`src/verilog/rv_pkg.sv`:
```
package rv_pkg;

   // Major opcode, instruction bits 6:2
   typedef enum logic [4:0] {
      OPC_OP     = 5'b01100,
      OPC_OP_IMM = 5'b00100,
      OPC_LUI    = 5'b01101,
      OPC_AUIPC  = 5'b00101,
      OPC_JAL    = 5'b11011,
      OPC_JALR   = 5'b11001,
      OPC_BRANCH = 5'b11000
   } rv_opcode_e;

   typedef enum logic [3:0] {
      ALU_ADD    = 4'd0,
      ALU_SUB    = 4'd1,
      ALU_SLL    = 4'd2,
      ALU_SLT    = 4'd3,
      ALU_SLTU   = 4'd4,
      ALU_XOR    = 4'd5,
      ALU_SRL    = 4'd6,
      ALU_SRA    = 4'd7,
      ALU_OR     = 4'd8,
      ALU_AND    = 4'd9,
      ALU_PASS_B = 4'd10
   } rv_alu_op_e;

   // One decoded instruction, valid for a single cycle after the latch
   typedef struct packed {
      logic        valid;
      rv_alu_op_e  alu_op;
      logic        op_a_pc;
      logic        op_b_imm;
      logic        is_branch;
      logic        is_jal;
      logic        is_jalr;
      logic [2:0]  br_funct3;
      logic        rd_we;
      logic [4:0]  rd;
      logic [4:0]  rs1;
      logic [4:0]  rs2;
      logic [31:0] imm;
      logic [31:0] pc;
      logic        illegal;
   } rv_dec_t;

   typedef struct packed {
      logic [31:0] value;
      logic        redirect;
      logic [31:0] target;
      logic [4:0]  rd;
      logic        rd_we;
      logic [31:0] pc;
      logic        illegal;
   } rv_exe_t;

endpackage

```
`src/verilog/rv_core.sv`:
```
module rv_core #(
   parameter logic [31:0] RESET_PC = 32'h0
) (
   input  logic        clk,
   input  logic        i_rst_n,
   output logic        o_wb_cyc,
   output logic        o_wb_stb,
   output logic [31:0] o_wb_adr,
   input  logic [31:0] i_wb_dat,
   input  logic        i_wb_ack,
   output logic        o_retire,
   output logic [31:0] o_retire_pc,
   output logic [4:0]  o_retire_rd,
   output logic [31:0] o_retire_data,
   output logic        o_halt
);

   import rv_pkg::*;

   logic [31:0] instr;
   logic [31:0] instr_pc;
   logic        instr_valid;
   rv_dec_t     dec;
   rv_exe_t     exe;
   logic [31:0] rs1_data;
   logic [31:0] rs2_data;
   logic        rf_we;
   logic [4:0]  rf_rd;
   logic [31:0] rf_data;
   logic [31:0] next_pc;
   logic        next_valid;

   rv_fetch #(.RESET_PC(RESET_PC)) u_fetch (
      .clk(clk), .i_rst_n(i_rst_n),
      .i_next_pc(next_pc), .i_next_valid(next_valid), .i_halt(o_halt),
      .o_wb_cyc(o_wb_cyc), .o_wb_stb(o_wb_stb), .o_wb_adr(o_wb_adr),
      .i_wb_dat(i_wb_dat), .i_wb_ack(i_wb_ack),
      .o_instr(instr), .o_instr_pc(instr_pc), .o_instr_valid(instr_valid)
   );

   rv_decode u_decode (
      .clk(clk), .i_rst_n(i_rst_n),
      .i_instr(instr), .i_instr_pc(instr_pc), .i_instr_valid(instr_valid),
      .o_dec(dec)
   );

   rv_regfile u_regfile (
      .clk(clk), .i_rst_n(i_rst_n),
      .i_rs1(dec.rs1), .i_rs2(dec.rs2),
      .o_rs1_data(rs1_data), .o_rs2_data(rs2_data),
      .i_we(rf_we), .i_rd(rf_rd), .i_rd_data(rf_data)
   );

   rv_execute u_execute (
      .i_dec(dec), .i_rs1_data(rs1_data), .i_rs2_data(rs2_data), .o_exe(exe)
   );

   // Decode valid doubles as the commit strobe
   rv_result #(.RESET_PC(RESET_PC)) u_result (
      .clk(clk), .i_rst_n(i_rst_n),
      .i_exe(exe), .i_commit(dec.valid),
      .o_rf_we(rf_we), .o_rf_rd(rf_rd), .o_rf_data(rf_data),
      .o_next_pc(next_pc), .o_next_valid(next_valid),
      .o_retire(o_retire), .o_retire_pc(o_retire_pc),
      .o_retire_rd(o_retire_rd), .o_retire_data(o_retire_data),
      .o_halt(o_halt)
   );

endmodule

```
`src/verilog/rv_decode.sv`:
```
module rv_decode (
   input  logic             clk,
   input  logic             i_rst_n,
   input  logic [31:0]      i_instr,
   input  logic [31:0]      i_instr_pc,
   input  logic             i_instr_valid,
   output rv_pkg::rv_dec_t  o_dec
);

   import rv_pkg::*;

   logic [31:0] ir;
   logic [31:0] pc_q;
   logic        valid_q;

   rv_opcode_e  opcode;
   logic [2:0]  funct3;
   logic        imm30;
   logic [4:0]  rd;
   logic [31:0] imm_i;
   logic [31:0] imm_u;
   logic [31:0] imm_j;
   logic [31:0] imm_b;

   // Instruction register, payload only
   always_ff @(posedge clk) begin
      if (i_instr_valid) begin
         ir   <= i_instr;
         pc_q <= i_instr_pc;
      end
   end

   // Pulses for one cycle after each latch
   always_ff @(posedge clk or negedge i_rst_n) begin
      if (!i_rst_n) begin
         valid_q <= 1'b0;
      end else begin
         valid_q <= i_instr_valid;
      end
   end

   assign opcode = rv_opcode_e'(ir[6:2]);
   assign funct3 = ir[14:12];
   assign imm30  = ir[30];
   assign rd     = ir[11:7];

   assign imm_i = {{20{ir[31]}}, ir[31:20]};
   assign imm_u = {ir[31:12], 12'b0};
   assign imm_j = {{12{ir[31]}}, ir[19:12], ir[20], ir[30:21], 1'b0};
   assign imm_b = {{20{ir[31]}}, ir[7], ir[30:25], ir[11:8], 1'b0};

   always_comb begin
      o_dec           = '0;
      o_dec.valid     = valid_q;
      o_dec.rd        = rd;
      o_dec.rs1       = ir[19:15];
      o_dec.rs2       = ir[24:20];
      o_dec.pc        = pc_q;
      o_dec.br_funct3 = funct3;
      o_dec.alu_op    = ALU_ADD;
      o_dec.imm       = imm_i;

      case (funct3)
         3'b000:  o_dec.alu_op = (opcode == OPC_OP && imm30) ? ALU_SUB : ALU_ADD;
         3'b001:  o_dec.alu_op = ALU_SLL;
         3'b010:  o_dec.alu_op = ALU_SLT;
         3'b011:  o_dec.alu_op = ALU_SLTU;
         3'b100:  o_dec.alu_op = ALU_XOR;
         3'b101:  o_dec.alu_op = imm30 ? ALU_SRA : ALU_SRL;
         3'b110:  o_dec.alu_op = ALU_OR;
         default: o_dec.alu_op = ALU_AND;
      endcase

      case (opcode)
         OPC_OP: begin
            o_dec.rd_we = 1'b1;
         end
         OPC_OP_IMM: begin
            o_dec.rd_we    = 1'b1;
            o_dec.op_b_imm = 1'b1;
         end
         OPC_LUI: begin
            o_dec.rd_we    = 1'b1;
            o_dec.op_b_imm = 1'b1;
            o_dec.alu_op   = ALU_PASS_B;
            o_dec.imm      = imm_u;
         end
         OPC_AUIPC: begin
            o_dec.rd_we    = 1'b1;
            o_dec.op_a_pc  = 1'b1;
            o_dec.op_b_imm = 1'b1;
            o_dec.alu_op   = ALU_ADD;
            o_dec.imm      = imm_u;
         end
         OPC_JAL: begin
            o_dec.rd_we  = 1'b1;
            o_dec.is_jal = 1'b1;
            o_dec.imm    = imm_j;
         end
         OPC_JALR: begin
            o_dec.rd_we   = 1'b1;
            o_dec.is_jalr = 1'b1;
         end
         OPC_BRANCH: begin
            o_dec.is_branch = 1'b1;
            o_dec.imm       = imm_b;
            // funct3 010 and 011 are reserved
            o_dec.illegal   = (funct3[2:1] == 2'b01);
         end
         default: begin
            o_dec.illegal = 1'b1;
         end
      endcase

      // Compressed encodings are not supported
      if (ir[1:0] != 2'b11) begin
         o_dec.illegal = 1'b1;
      end
      if (rd == 5'd0 || o_dec.illegal) begin
         o_dec.rd_we = 1'b0;
      end
   end

endmodule

```
`src/verilog/rv_execute.sv`:
```
module rv_execute (
   input  rv_pkg::rv_dec_t  i_dec,
   input  logic [31:0]      i_rs1_data,
   input  logic [31:0]      i_rs2_data,
   output rv_pkg::rv_exe_t  o_exe
);

   import rv_pkg::*;

   logic [31:0] op_a;
   logic [31:0] op_b;
   logic [4:0]  shamt;
   logic [31:0] alu_res;
   logic        eq;
   logic        lt_s;
   logic        lt_u;
   logic        taken;
   logic [31:0] link;
   logic [31:0] jalr_sum;
   logic [31:0] target;

   assign op_a  = i_dec.op_a_pc ? i_dec.pc : i_rs1_data;
   assign op_b  = i_dec.op_b_imm ? i_dec.imm : i_rs2_data;
   assign shamt = op_b[4:0];

   always_comb begin
      case (i_dec.alu_op)
         ALU_ADD:    alu_res = op_a + op_b;
         ALU_SUB:    alu_res = op_a - op_b;
         ALU_SLL:    alu_res = op_a << shamt;
         ALU_SLT:    alu_res = {31'b0, $signed(op_a) < $signed(op_b)};
         ALU_SLTU:   alu_res = {31'b0, op_a < op_b};
         ALU_XOR:    alu_res = op_a ^ op_b;
         ALU_SRL:    alu_res = op_a >> shamt;
         ALU_SRA:    alu_res = $unsigned($signed(op_a) >>> shamt);
         ALU_OR:     alu_res = op_a | op_b;
         ALU_AND:    alu_res = op_a & op_b;
         ALU_PASS_B: alu_res = op_b;
         default:    alu_res = 32'h0;
      endcase
   end

   // Branch comparator always works on rs1 and rs2
   assign eq   = (i_rs1_data == i_rs2_data);
   assign lt_s = ($signed(i_rs1_data) < $signed(i_rs2_data));
   assign lt_u = (i_rs1_data < i_rs2_data);

   always_comb begin
      case (i_dec.br_funct3)
         3'b000:  taken = eq;
         3'b001:  taken = !eq;
         3'b100:  taken = lt_s;
         3'b101:  taken = !lt_s;
         3'b110:  taken = lt_u;
         3'b111:  taken = !lt_u;
         default: taken = 1'b0;
      endcase
   end

   assign link     = i_dec.pc + 32'd4;
   assign jalr_sum = i_rs1_data + i_dec.imm;

   // JALR drops bit 0, the others are PC relative
   assign target = i_dec.is_jalr ? {jalr_sum[31:1], 1'b0} : i_dec.pc + i_dec.imm;

   always_comb begin
      o_exe          = '0;
      o_exe.value    = (i_dec.is_jal || i_dec.is_jalr) ? link : alu_res;
      o_exe.redirect = i_dec.is_jal || i_dec.is_jalr || (i_dec.is_branch && taken);
      o_exe.target   = target;
      o_exe.rd       = i_dec.rd;
      o_exe.rd_we    = i_dec.rd_we;
      o_exe.pc       = i_dec.pc;
      o_exe.illegal  = i_dec.illegal;
   end

endmodule

```
`src/verilog/rv_fetch.sv`:
```
module rv_fetch #(
   parameter logic [31:0] RESET_PC = 32'h0
) (
   input  logic        clk,
   input  logic        i_rst_n,
   input  logic [31:0] i_next_pc,
   input  logic        i_next_valid,
   input  logic        i_halt,
   output logic        o_wb_cyc,
   output logic        o_wb_stb,
   output logic [31:0] o_wb_adr,
   input  logic [31:0] i_wb_dat,
   input  logic        i_wb_ack,
   output logic [31:0] o_instr,
   output logic [31:0] o_instr_pc,
   output logic        o_instr_valid
);

   logic [31:0] pc;
   logic        boot;
   logic        cyc;

   // Single read per cycle, so stb follows cyc
   assign o_wb_cyc = cyc;
   assign o_wb_stb = cyc;
   assign o_wb_adr = {pc[31:2], 2'b00};

   // Word goes to decode in the cycle where ack is sampled
   assign o_instr       = i_wb_dat;
   assign o_instr_pc    = pc;
   assign o_instr_valid = cyc & i_wb_ack;

   always_ff @(posedge clk or negedge i_rst_n) begin
      if (!i_rst_n) begin
         pc   <= RESET_PC;
         boot <= 1'b1;
         cyc  <= 1'b0;
      end else begin
         boot <= 1'b0;
         if (i_next_valid) begin
            pc <= i_next_pc;
         end
         if (cyc && i_wb_ack) begin
            cyc <= 1'b0;
         end else if (!i_halt && (boot || i_next_valid)) begin
            // First fetch after reset, or the next one after a commit
            cyc <= 1'b1;
         end
      end
   end

endmodule

```
`src/verilog/rv_regfile.sv`:
```
module rv_regfile (
   input  logic        clk,
   input  logic        i_rst_n,
   input  logic [4:0]  i_rs1,
   input  logic [4:0]  i_rs2,
   output logic [31:0] o_rs1_data,
   output logic [31:0] o_rs2_data,
   input  logic        i_we,
   input  logic [4:0]  i_rd,
   input  logic [31:0] i_rd_data
);

   // x0 has no storage
   logic [31:0] regs [31:1];

   always_ff @(posedge clk or negedge i_rst_n) begin
      if (!i_rst_n) begin
         for (int i = 1; i < 32; i++) begin
            regs[i] <= 32'h0;
         end
      end else if (i_we && i_rd != 5'd0) begin
         regs[i_rd] <= i_rd_data;
      end
   end

   // Combinational read ports
   always_comb begin
      o_rs1_data = 32'h0;
      o_rs2_data = 32'h0;
      if (i_rs1 != 5'd0) begin
         o_rs1_data = regs[i_rs1];
      end
      if (i_rs2 != 5'd0) begin
         o_rs2_data = regs[i_rs2];
      end
   end

endmodule

```
`src/verilog/rv_result.sv`:
```
module rv_result #(
   parameter logic [31:0] RESET_PC = 32'h0
) (
   input  logic             clk,
   input  logic             i_rst_n,
   input  rv_pkg::rv_exe_t  i_exe,
   input  logic             i_commit,
   output logic             o_rf_we,
   output logic [4:0]       o_rf_rd,
   output logic [31:0]      o_rf_data,
   output logic [31:0]      o_next_pc,
   output logic             o_next_valid,
   output logic             o_retire,
   output logic [31:0]      o_retire_pc,
   output logic [4:0]       o_retire_rd,
   output logic [31:0]      o_retire_data,
   output logic             o_halt
);

   logic commit;
   logic wr_en;

   // Nothing commits once the core has stopped
   assign commit = i_commit && !o_halt;
   assign wr_en  = commit && i_exe.rd_we && !i_exe.illegal;

   // Register file write lands on the commit edge
   assign o_rf_we   = wr_en;
   assign o_rf_rd   = i_exe.rd;
   assign o_rf_data = i_exe.value;

   assign o_next_pc    = i_exe.redirect ? i_exe.target : i_exe.pc + 32'd4;
   assign o_next_valid = commit && !i_exe.illegal;

   always_ff @(posedge clk or negedge i_rst_n) begin
      if (!i_rst_n) begin
         o_retire      <= 1'b0;
         o_halt        <= 1'b0;
         o_retire_pc   <= RESET_PC;
         o_retire_rd   <= 5'd0;
         o_retire_data <= 32'h0;
      end else begin
         o_retire <= commit;
         if (commit) begin
            o_retire_pc   <= i_exe.pc;
            o_retire_rd   <= wr_en ? i_exe.rd : 5'd0;
            o_retire_data <= wr_en ? i_exe.value : 32'h0;
            // Sticky, the illegal word retires with halt already high
            if (i_exe.illegal) begin
               o_halt <= 1'b1;
            end
         end
      end
   end

endmodule
```
`config.mk`:
```
export PLATFORM = sky130hd
export DESIGN_NAME = rv_core
export DESIGN_NICKNAME = d
export VERILOG_FILES = /design/src/verilog/rv_pkg.sv /design/src/verilog/rv_core.sv /design/src/verilog/rv_decode.sv /design/src/verilog/rv_execute.sv /design/src/verilog/rv_fetch.sv /design/src/verilog/rv_regfile.sv /design/src/verilog/rv_result.sv
export SDC_FILE = /design/constraint.sdc
export NUM_CORES = 2
export LEC_CHECK = 0
export BUFFER_PORTS_ARGS = -buffer_cell sky130_fd_sc_hd__buf_2
export CAP_MARGIN = 5
export CORE_MARGIN = 4
export CORE_UTILIZATION = 40
export CTS_CLUSTER_SIZE = 30
export DETAILED_ROUTE_END_ITERATION = 7
export PLACE_DENSITY = 0.64
export SETUP_SLACK_MARGIN = 0.05
export SKIP_LAST_GASP = 1
export SLEW_MARGIN = 40
export SYNTH_ARGS = -nofsm -noshare
export SYNTH_HDL_FRONTEND = slang
export SYNTH_SLANG_ARGS = --single-unit
```
`constraint.sdc`:
```
create_clock -name clk -period 9.3 [get_ports clk]
set_clock_uncertainty 0.05 [all_clocks]
set_input_delay 1.86 -clock clk [delete_from_list [all_inputs] [get_ports clk]]
set_output_delay 1.86 -clock clk [all_outputs]
set_load 0.1 [all_outputs]
```
Word level (Yosys, flattened, before mapping) --
Cells that the tools add are included.
Word-level totals: register bits 1162, latch bits 0, RAM bits 0, ROM bits 0, input port bits 35, memories kept 0
Operators by class: add/subtract/negate cells 5, $mul 0, divide/modulo/power cells 0, $lt $le $gt $ge 8, eq/ne operators 27, shifts and indexed selects 3, mux-type cells 34, bitwise logic cells 4, reduce and logical (&&, ||, !) cells 30
Operators with widths (count):
- $bwmux W992 | 1
- $mux W32 | 11
- $pmux W32 S11 | 1
- $bmux W32 S5 | 2
- $demux W32 S5 | 1
- $lt A32 B32 Y1 | 4
- $add A32 B32 Y32 | 3
- $pmux W31 S3 | 1
- $add A32 B3 Y32 const B | 1
- $and A32 B32 Y32 | 1
- $eq A32 B32 Y1 | 1
- $or A32 B32 Y32 | 1
- $shl A32 B5 Y32 | 1
- $shr A32 B5 Y32 | 1
- $sshr A32 B5 Y32 | 1
- $sub A32 B32 Y32 | 1
- $xor A32 B32 Y32 | 1
- $pmux W4 S7 | 1
- $lt A5 B6 Y1 const B | 3
- $eq A4 B3 Y1 const B | 4
- $eq A5 B5 Y1 const B | 3
- $reduce_bool A5 Y1 | 3
- $eq A3 B3 Y1 const B | 4
- $eq A4 B4 Y1 const B | 3
- other kinds (26) | 57

Depth between registers and ports, before layout --
depth after elaboration 10, gate-level depth with buffers 27

By module --
A second synthesis with hierarchy kept.
Second synthesis, totals: cell total of the unflattened synthesis 7124, area, all modules 76339.5 µm²
By module, submodules not included:
- rv_regfile | instances 1, cells an instance 4063, area each 53213.5 µm², sequential area each 24823.8 µm²
- rv_execute | instances 1, cells an instance 2306, area each 14701.6 µm², sequential area each 0.0 µm²
- rv_result | instances 1, cells an instance 427, area each 3821.2 µm², sequential area each 1776.7 µm²
- rv_decode | instances 1, cells an instance 189, area each 2695.1 µm², sequential area each 1946.9 µm²
- rv_fetch | instances 1, cells an instance 139, area each 1908.1 µm², sequential area each 852.1 µm²

Least setup slack after synthesis --
No wires, ideal clock.
path kind flip-flop to flip-flop, from register u_decode.ir[20], to register u_regfile.regs[669] (netlist bit), library setup time 0.125 ns, arrival time 7.034 ns, slack 2.091 ns, cell stages (with the launch flop) 24, path buffers 7, clock period less this slack 7.209 ns, cells stage by stage edfxtp_1 buf_6 buf_4 buf_2 buf_1 buf_1 buf_1 mux4_2 mux4_2 mux2i_1 o21ai_0 ha_1 inv_1 nand3_1 or3_1 a311o_1 a311oi_1 a21oi_1 o2111a_1 a2111o_1 a311oi_1 nor3_1 clkbuf_1 mux2_2
Between the ends: longest elaborated chain between the ends 8, elaborated cells between the ends (all ways) 17, classes of those cells add/sub: 2; shift: 3; mux: 8; bitwise: 3; reduce/logical: 1
RTL lines:
- start: declaration | RTL line rv_decode.sv:12 | logic [31:0] ir;
- start signal: assignment | RTL line rv_decode.sv:28 | ir <= i_instr;
- $bmux W32 S5 | RTL line rv_regfile.sv:34 | o_rs2_data = regs[i_rs2];
- $mux W32 (implied by the code) | RTL line rv_regfile.sv:34
- $mux W32 | RTL line rv_regfile.sv:33 | if (i_rs2 != 5'd0) begin
- $mux W32 (*) | RTL line rv_execute.sv:23 | assign op_b = i_dec.op_b_imm ? i_dec.imm : i_rs2_data;
- $sub A32 B32 Y32, or another cell as far along | RTL line rv_execute.sv:29 | ALU_SUB: alu_res = op_a - op_b;
- $pmux W32 S11 (*) | RTL line rv_execute.sv:27 | case (i_dec.alu_op)
- $mux W32 (*) | RTL line rv_execute.sv:68 | o_exe.value = (i_dec.is_jal || i_dec.is_jalr) ? link : alu_res;
- $bwmux W992 (*) | RTL line rv_regfile.sv:22 | regs[i_rd] <= i_rd_data;
- end signal: indexed assignment | RTL line rv_regfile.sv:22
- end: declaration | RTL line rv_regfile.sv:14 | logic [31:0] regs [31:1];
Every way passes the cells marked *; elsewhere a longest branch is shown, timed or not. The select of a mux whose other input is x is not followed. A chain may end at the register's enable or synchronous reset.

Worst setup path after layout --
from register u_decode.ir[20], to register u_regfile.regs[766] (netlist bit)
The elaborated chain is that of the path after synthesis.

==> flow_summary.toml <==
[worst_hold_path]
hold_class = "reg -> reg"
hp-start = "u_fetch.o_instr_pc[0]"
holdPathEnd = "u_decode.pc_q[0]"
min_path_cells = 0

[sta]
finalMaxSlewViolations = 0
rsz0062_at_grt = "false"
hold-worst-slack_ns = 0.402
hold_viol = 0
setup_tns_ns = 0
slew_headroom_pct = 32.8
min_period_ns = 8.20
fin_crit_sh_pct = 88.2
fmax_mhz = 122
worst_pin_slew_ns = 0.998
setup_viol = 0

[yosys]
netlist_area_um2 = 77000
synthFlopType = "dfrtp_1"
synth_edf_count = 64
synth_most_common_cell = "dfrtp_1"
yosys.area.top_type = "dfrtp_1"
async_flop_share_pct = 94.5
netlist_top_cells_count = "dfrtp_1, nand2_1, mux2i_1"
ys_seq_area_share_pct = 38.2
ys_types = 105
ys_ff_latch = 1162
syn_avg_cell_area_um2 = 10.2
yosysWarnings = 0
syn_inst = 7542
synth_top_area_share_pct = 35.7
netlist_top_cells_area = "dfrtp_1, mux4_2, mux2_2"

[clocking]
tritoncts = "yes"
cts.sinks = 1162
clkTransAtPathRegs_ns = 0.06
clk_path_buf_depth = 3
htree_levels = 4
cts_made_buffers = 133
root_buffer = "clkbuf_16"
holdBufCountCts = 0
clk-insertion-delay-late_ns = 0.84
post_cts_buffers = 0
cts_resized = 0

[critical_path]
r2r-start = "u_decode.ir[20]"
r2r_setup_slack_ns = 1.10
path_class = "reg -> reg"
regToRegEndpoint = "u_regfile.regs[766]"
crit_required_ns = 9.96
cp.arrival_ns = 8.85
rr_worst_depth = 22
cp_max_fo = 32
end_kind = "register"
start_kind = "register"

[detailed_routing]
wire_per_inst_um = 33.1
vias = 67600
routed_via_density = 6.73
met2_length_um = 141000
top_layer_used = "met5"
drt.antenna.violating_nets = 0
drc = 0
drtIter0Drc = 9309
dr_wl_met3_um = 38600
drtPass1Iterations = 8
wl_met1_um = 129000
wl_um = 332000

[grt]
antenna_found_initial = 17
grt_max_degree = 153
grt_pass1_wl_um = 476000
grt_util_all_layers_pct = 32.6
grt-ovfl-total = 0
first_global_vias = 64900

[floorplanning]
initial_core_util_pct = 40.3
die_w_um = 447
core_um2 = 191000
fp.dieArea_um2 = 200000
rows = 160
die_h_um = 447
boundaryPins = 140

[run_status]
status = "complete, no violations"

[power_and_ir_drop]
power_per_cell_area_nw_per_um2 = 192
peakVddDrop_v = 0.000206
leakagePower_nw = 37.7

[place]
port_buffers = 137
place_inst = 9793
place.gp.congestion = 1.07
dpl_cell_area_um2 = 81500
dp_hpwl_um = 229000

[flow_run]
maxCapViolations = 0

[layout]
utilization_pct = 45.1
layout.nets = 7655
syn_to_final_growth_pct = 11.9
drive_above_1_share_pct = 23.6
fin_area_um2 = 86100
final_cells = 10000
fill_cells = 17600
-- worst max-delay path by stage --
stage / startpoint / end
4_1_cts: u_decode.ir[20] / u_regfile.regs[766]
6_report: u_decode.ir[20] / u_regfile.regs[766]
3_3_place_gp: u_decode.ir[20] / u_regfile.regs[796]
2_1_floorplan: u_decode.ir[20] / u_regfile.regs[669]
3_5_place_dp: u_decode.ir[20] / u_fetch.o_instr_pc[13]
5_1_grt: u_decode.ir[20] / u_regfile.regs[542]
-- logic make-up (layout without fill, tap and decap cells) --
family                     Yosys count  in the layout  synth area share, %
AOI/OAI and AO/OA                 2102           2102                 18.1
buffers and inverters              865            842                 5.04
adders and majority gates          200            200                 3.29
and+or+nand+nor                   1715           1715                 9.86
other                                1             12              0.00487
DFF                               1162           1162                 38.2
muxes                             1404           1404                 24.4
xor gates and xnor gates            93             93                 1.06
-- power by group --
part           internal [W]  switching, W
combinational       0.00161       0.00420
clock               0.00314       0.00232
sequential          0.00520      0.000113
-- registers in the layout (all words and copies together) (netlist names) --
name / cells
u_decode.ir: 32
u_decode.pc_q: 32
u_decode.valid_q: 1
u_fetch.boot: 1
u_fetch.o_instr_pc: 32
u_fetch.o_wb_cyc: 1
u_regfile.regs: 992
u_result.o_halt: 1
u_result.o_retire: 1
u_result.o_retire_data: 32
u_result.o_retire_pc: 32
u_result.o_retire_rd: 5
-- area by class of cell --
cell class / count / area, um^2 / share of cell area [%]
diodes: 9 / 22.5 / 0.0262
flip-flops and latches: 1162 / 29400 / 34.1
well taps: 2511 / 3140 / 3.65
inverters: 129 / 487 / 0.565
multi-input cells: 5517 / 44600 / 51.7
clock buffers: 191 / 3900 / 4.53
clock inverters: 45 / 609 / 0.708
repair buffers: 477 / 3990 / 4.63
-- worst max-delay path: stages (launching register included) --
cell	delay (ns)
edfxtp_1	0.87
buf_4	0.47
mux4_2	0.56
mux4_2	0.47
mux2i_1	0.71
nor2_1	0.09
a31oi_1	0.17
o22ai_1	0.18
ha_1	0.52
a21oi_1	0.22
o21ai_0	0.10
a2111o_1	0.44
a311oi_1	0.63
a211oi_1	0.30
o311ai_0	0.53
buf_4	0.21
a21oi_1	0.05
a31o_2	0.22
a211oi_1	0.19
buf_4	0.17
a31oi_2	0.26
buf_4	0.34
mux2_2	0.31
-- metrics by stage --
stage                     power (W)  worst slack (ns)
after floorplan             0.00885              2.09
after global placement       0.0109             0.772
after detailed placement     0.0110              1.27
after CTS                    0.0164              1.25
after global routing         0.0171             0.774
final                        0.0166              1.10
-- routing by layer --
layer	vias to the layer above	GRT usage, %
met4	6	19.2
li1	28000	-
met1	34100	43.2
met5	-	0.122
met3	1030	9.26
met2	4486	47.5
-- cell usage in the layout, fill, tap and decap left out, types with 58 or more instances in the layout --
cell       netlist  final
a21o_1          75     75
mux2_2         530    530
a31oi_1         77     71
o21ai_1         68     70
nand2_1        973    968
edfxtp_1        64     64
a22oi_1        203    203
buf_4           66    284
nor3_1          63     58
nor2_1         283    239
a21oi_1        354    341
o21ai_0        531    526
o31ai_1        149    149
xnor2_1         65     65
mux2i_1        546    531
a211oi_1        94     91
o211ai_1        70     70
buf_2           80    136
mux4_2         327    327
inv_1          121    120
nand3_1         86     84
ha_1           196    196
dfrtp_1       1097   1097
clkbuf_16        0    134
No activity file was read; power rests on OpenSTA's default activity.
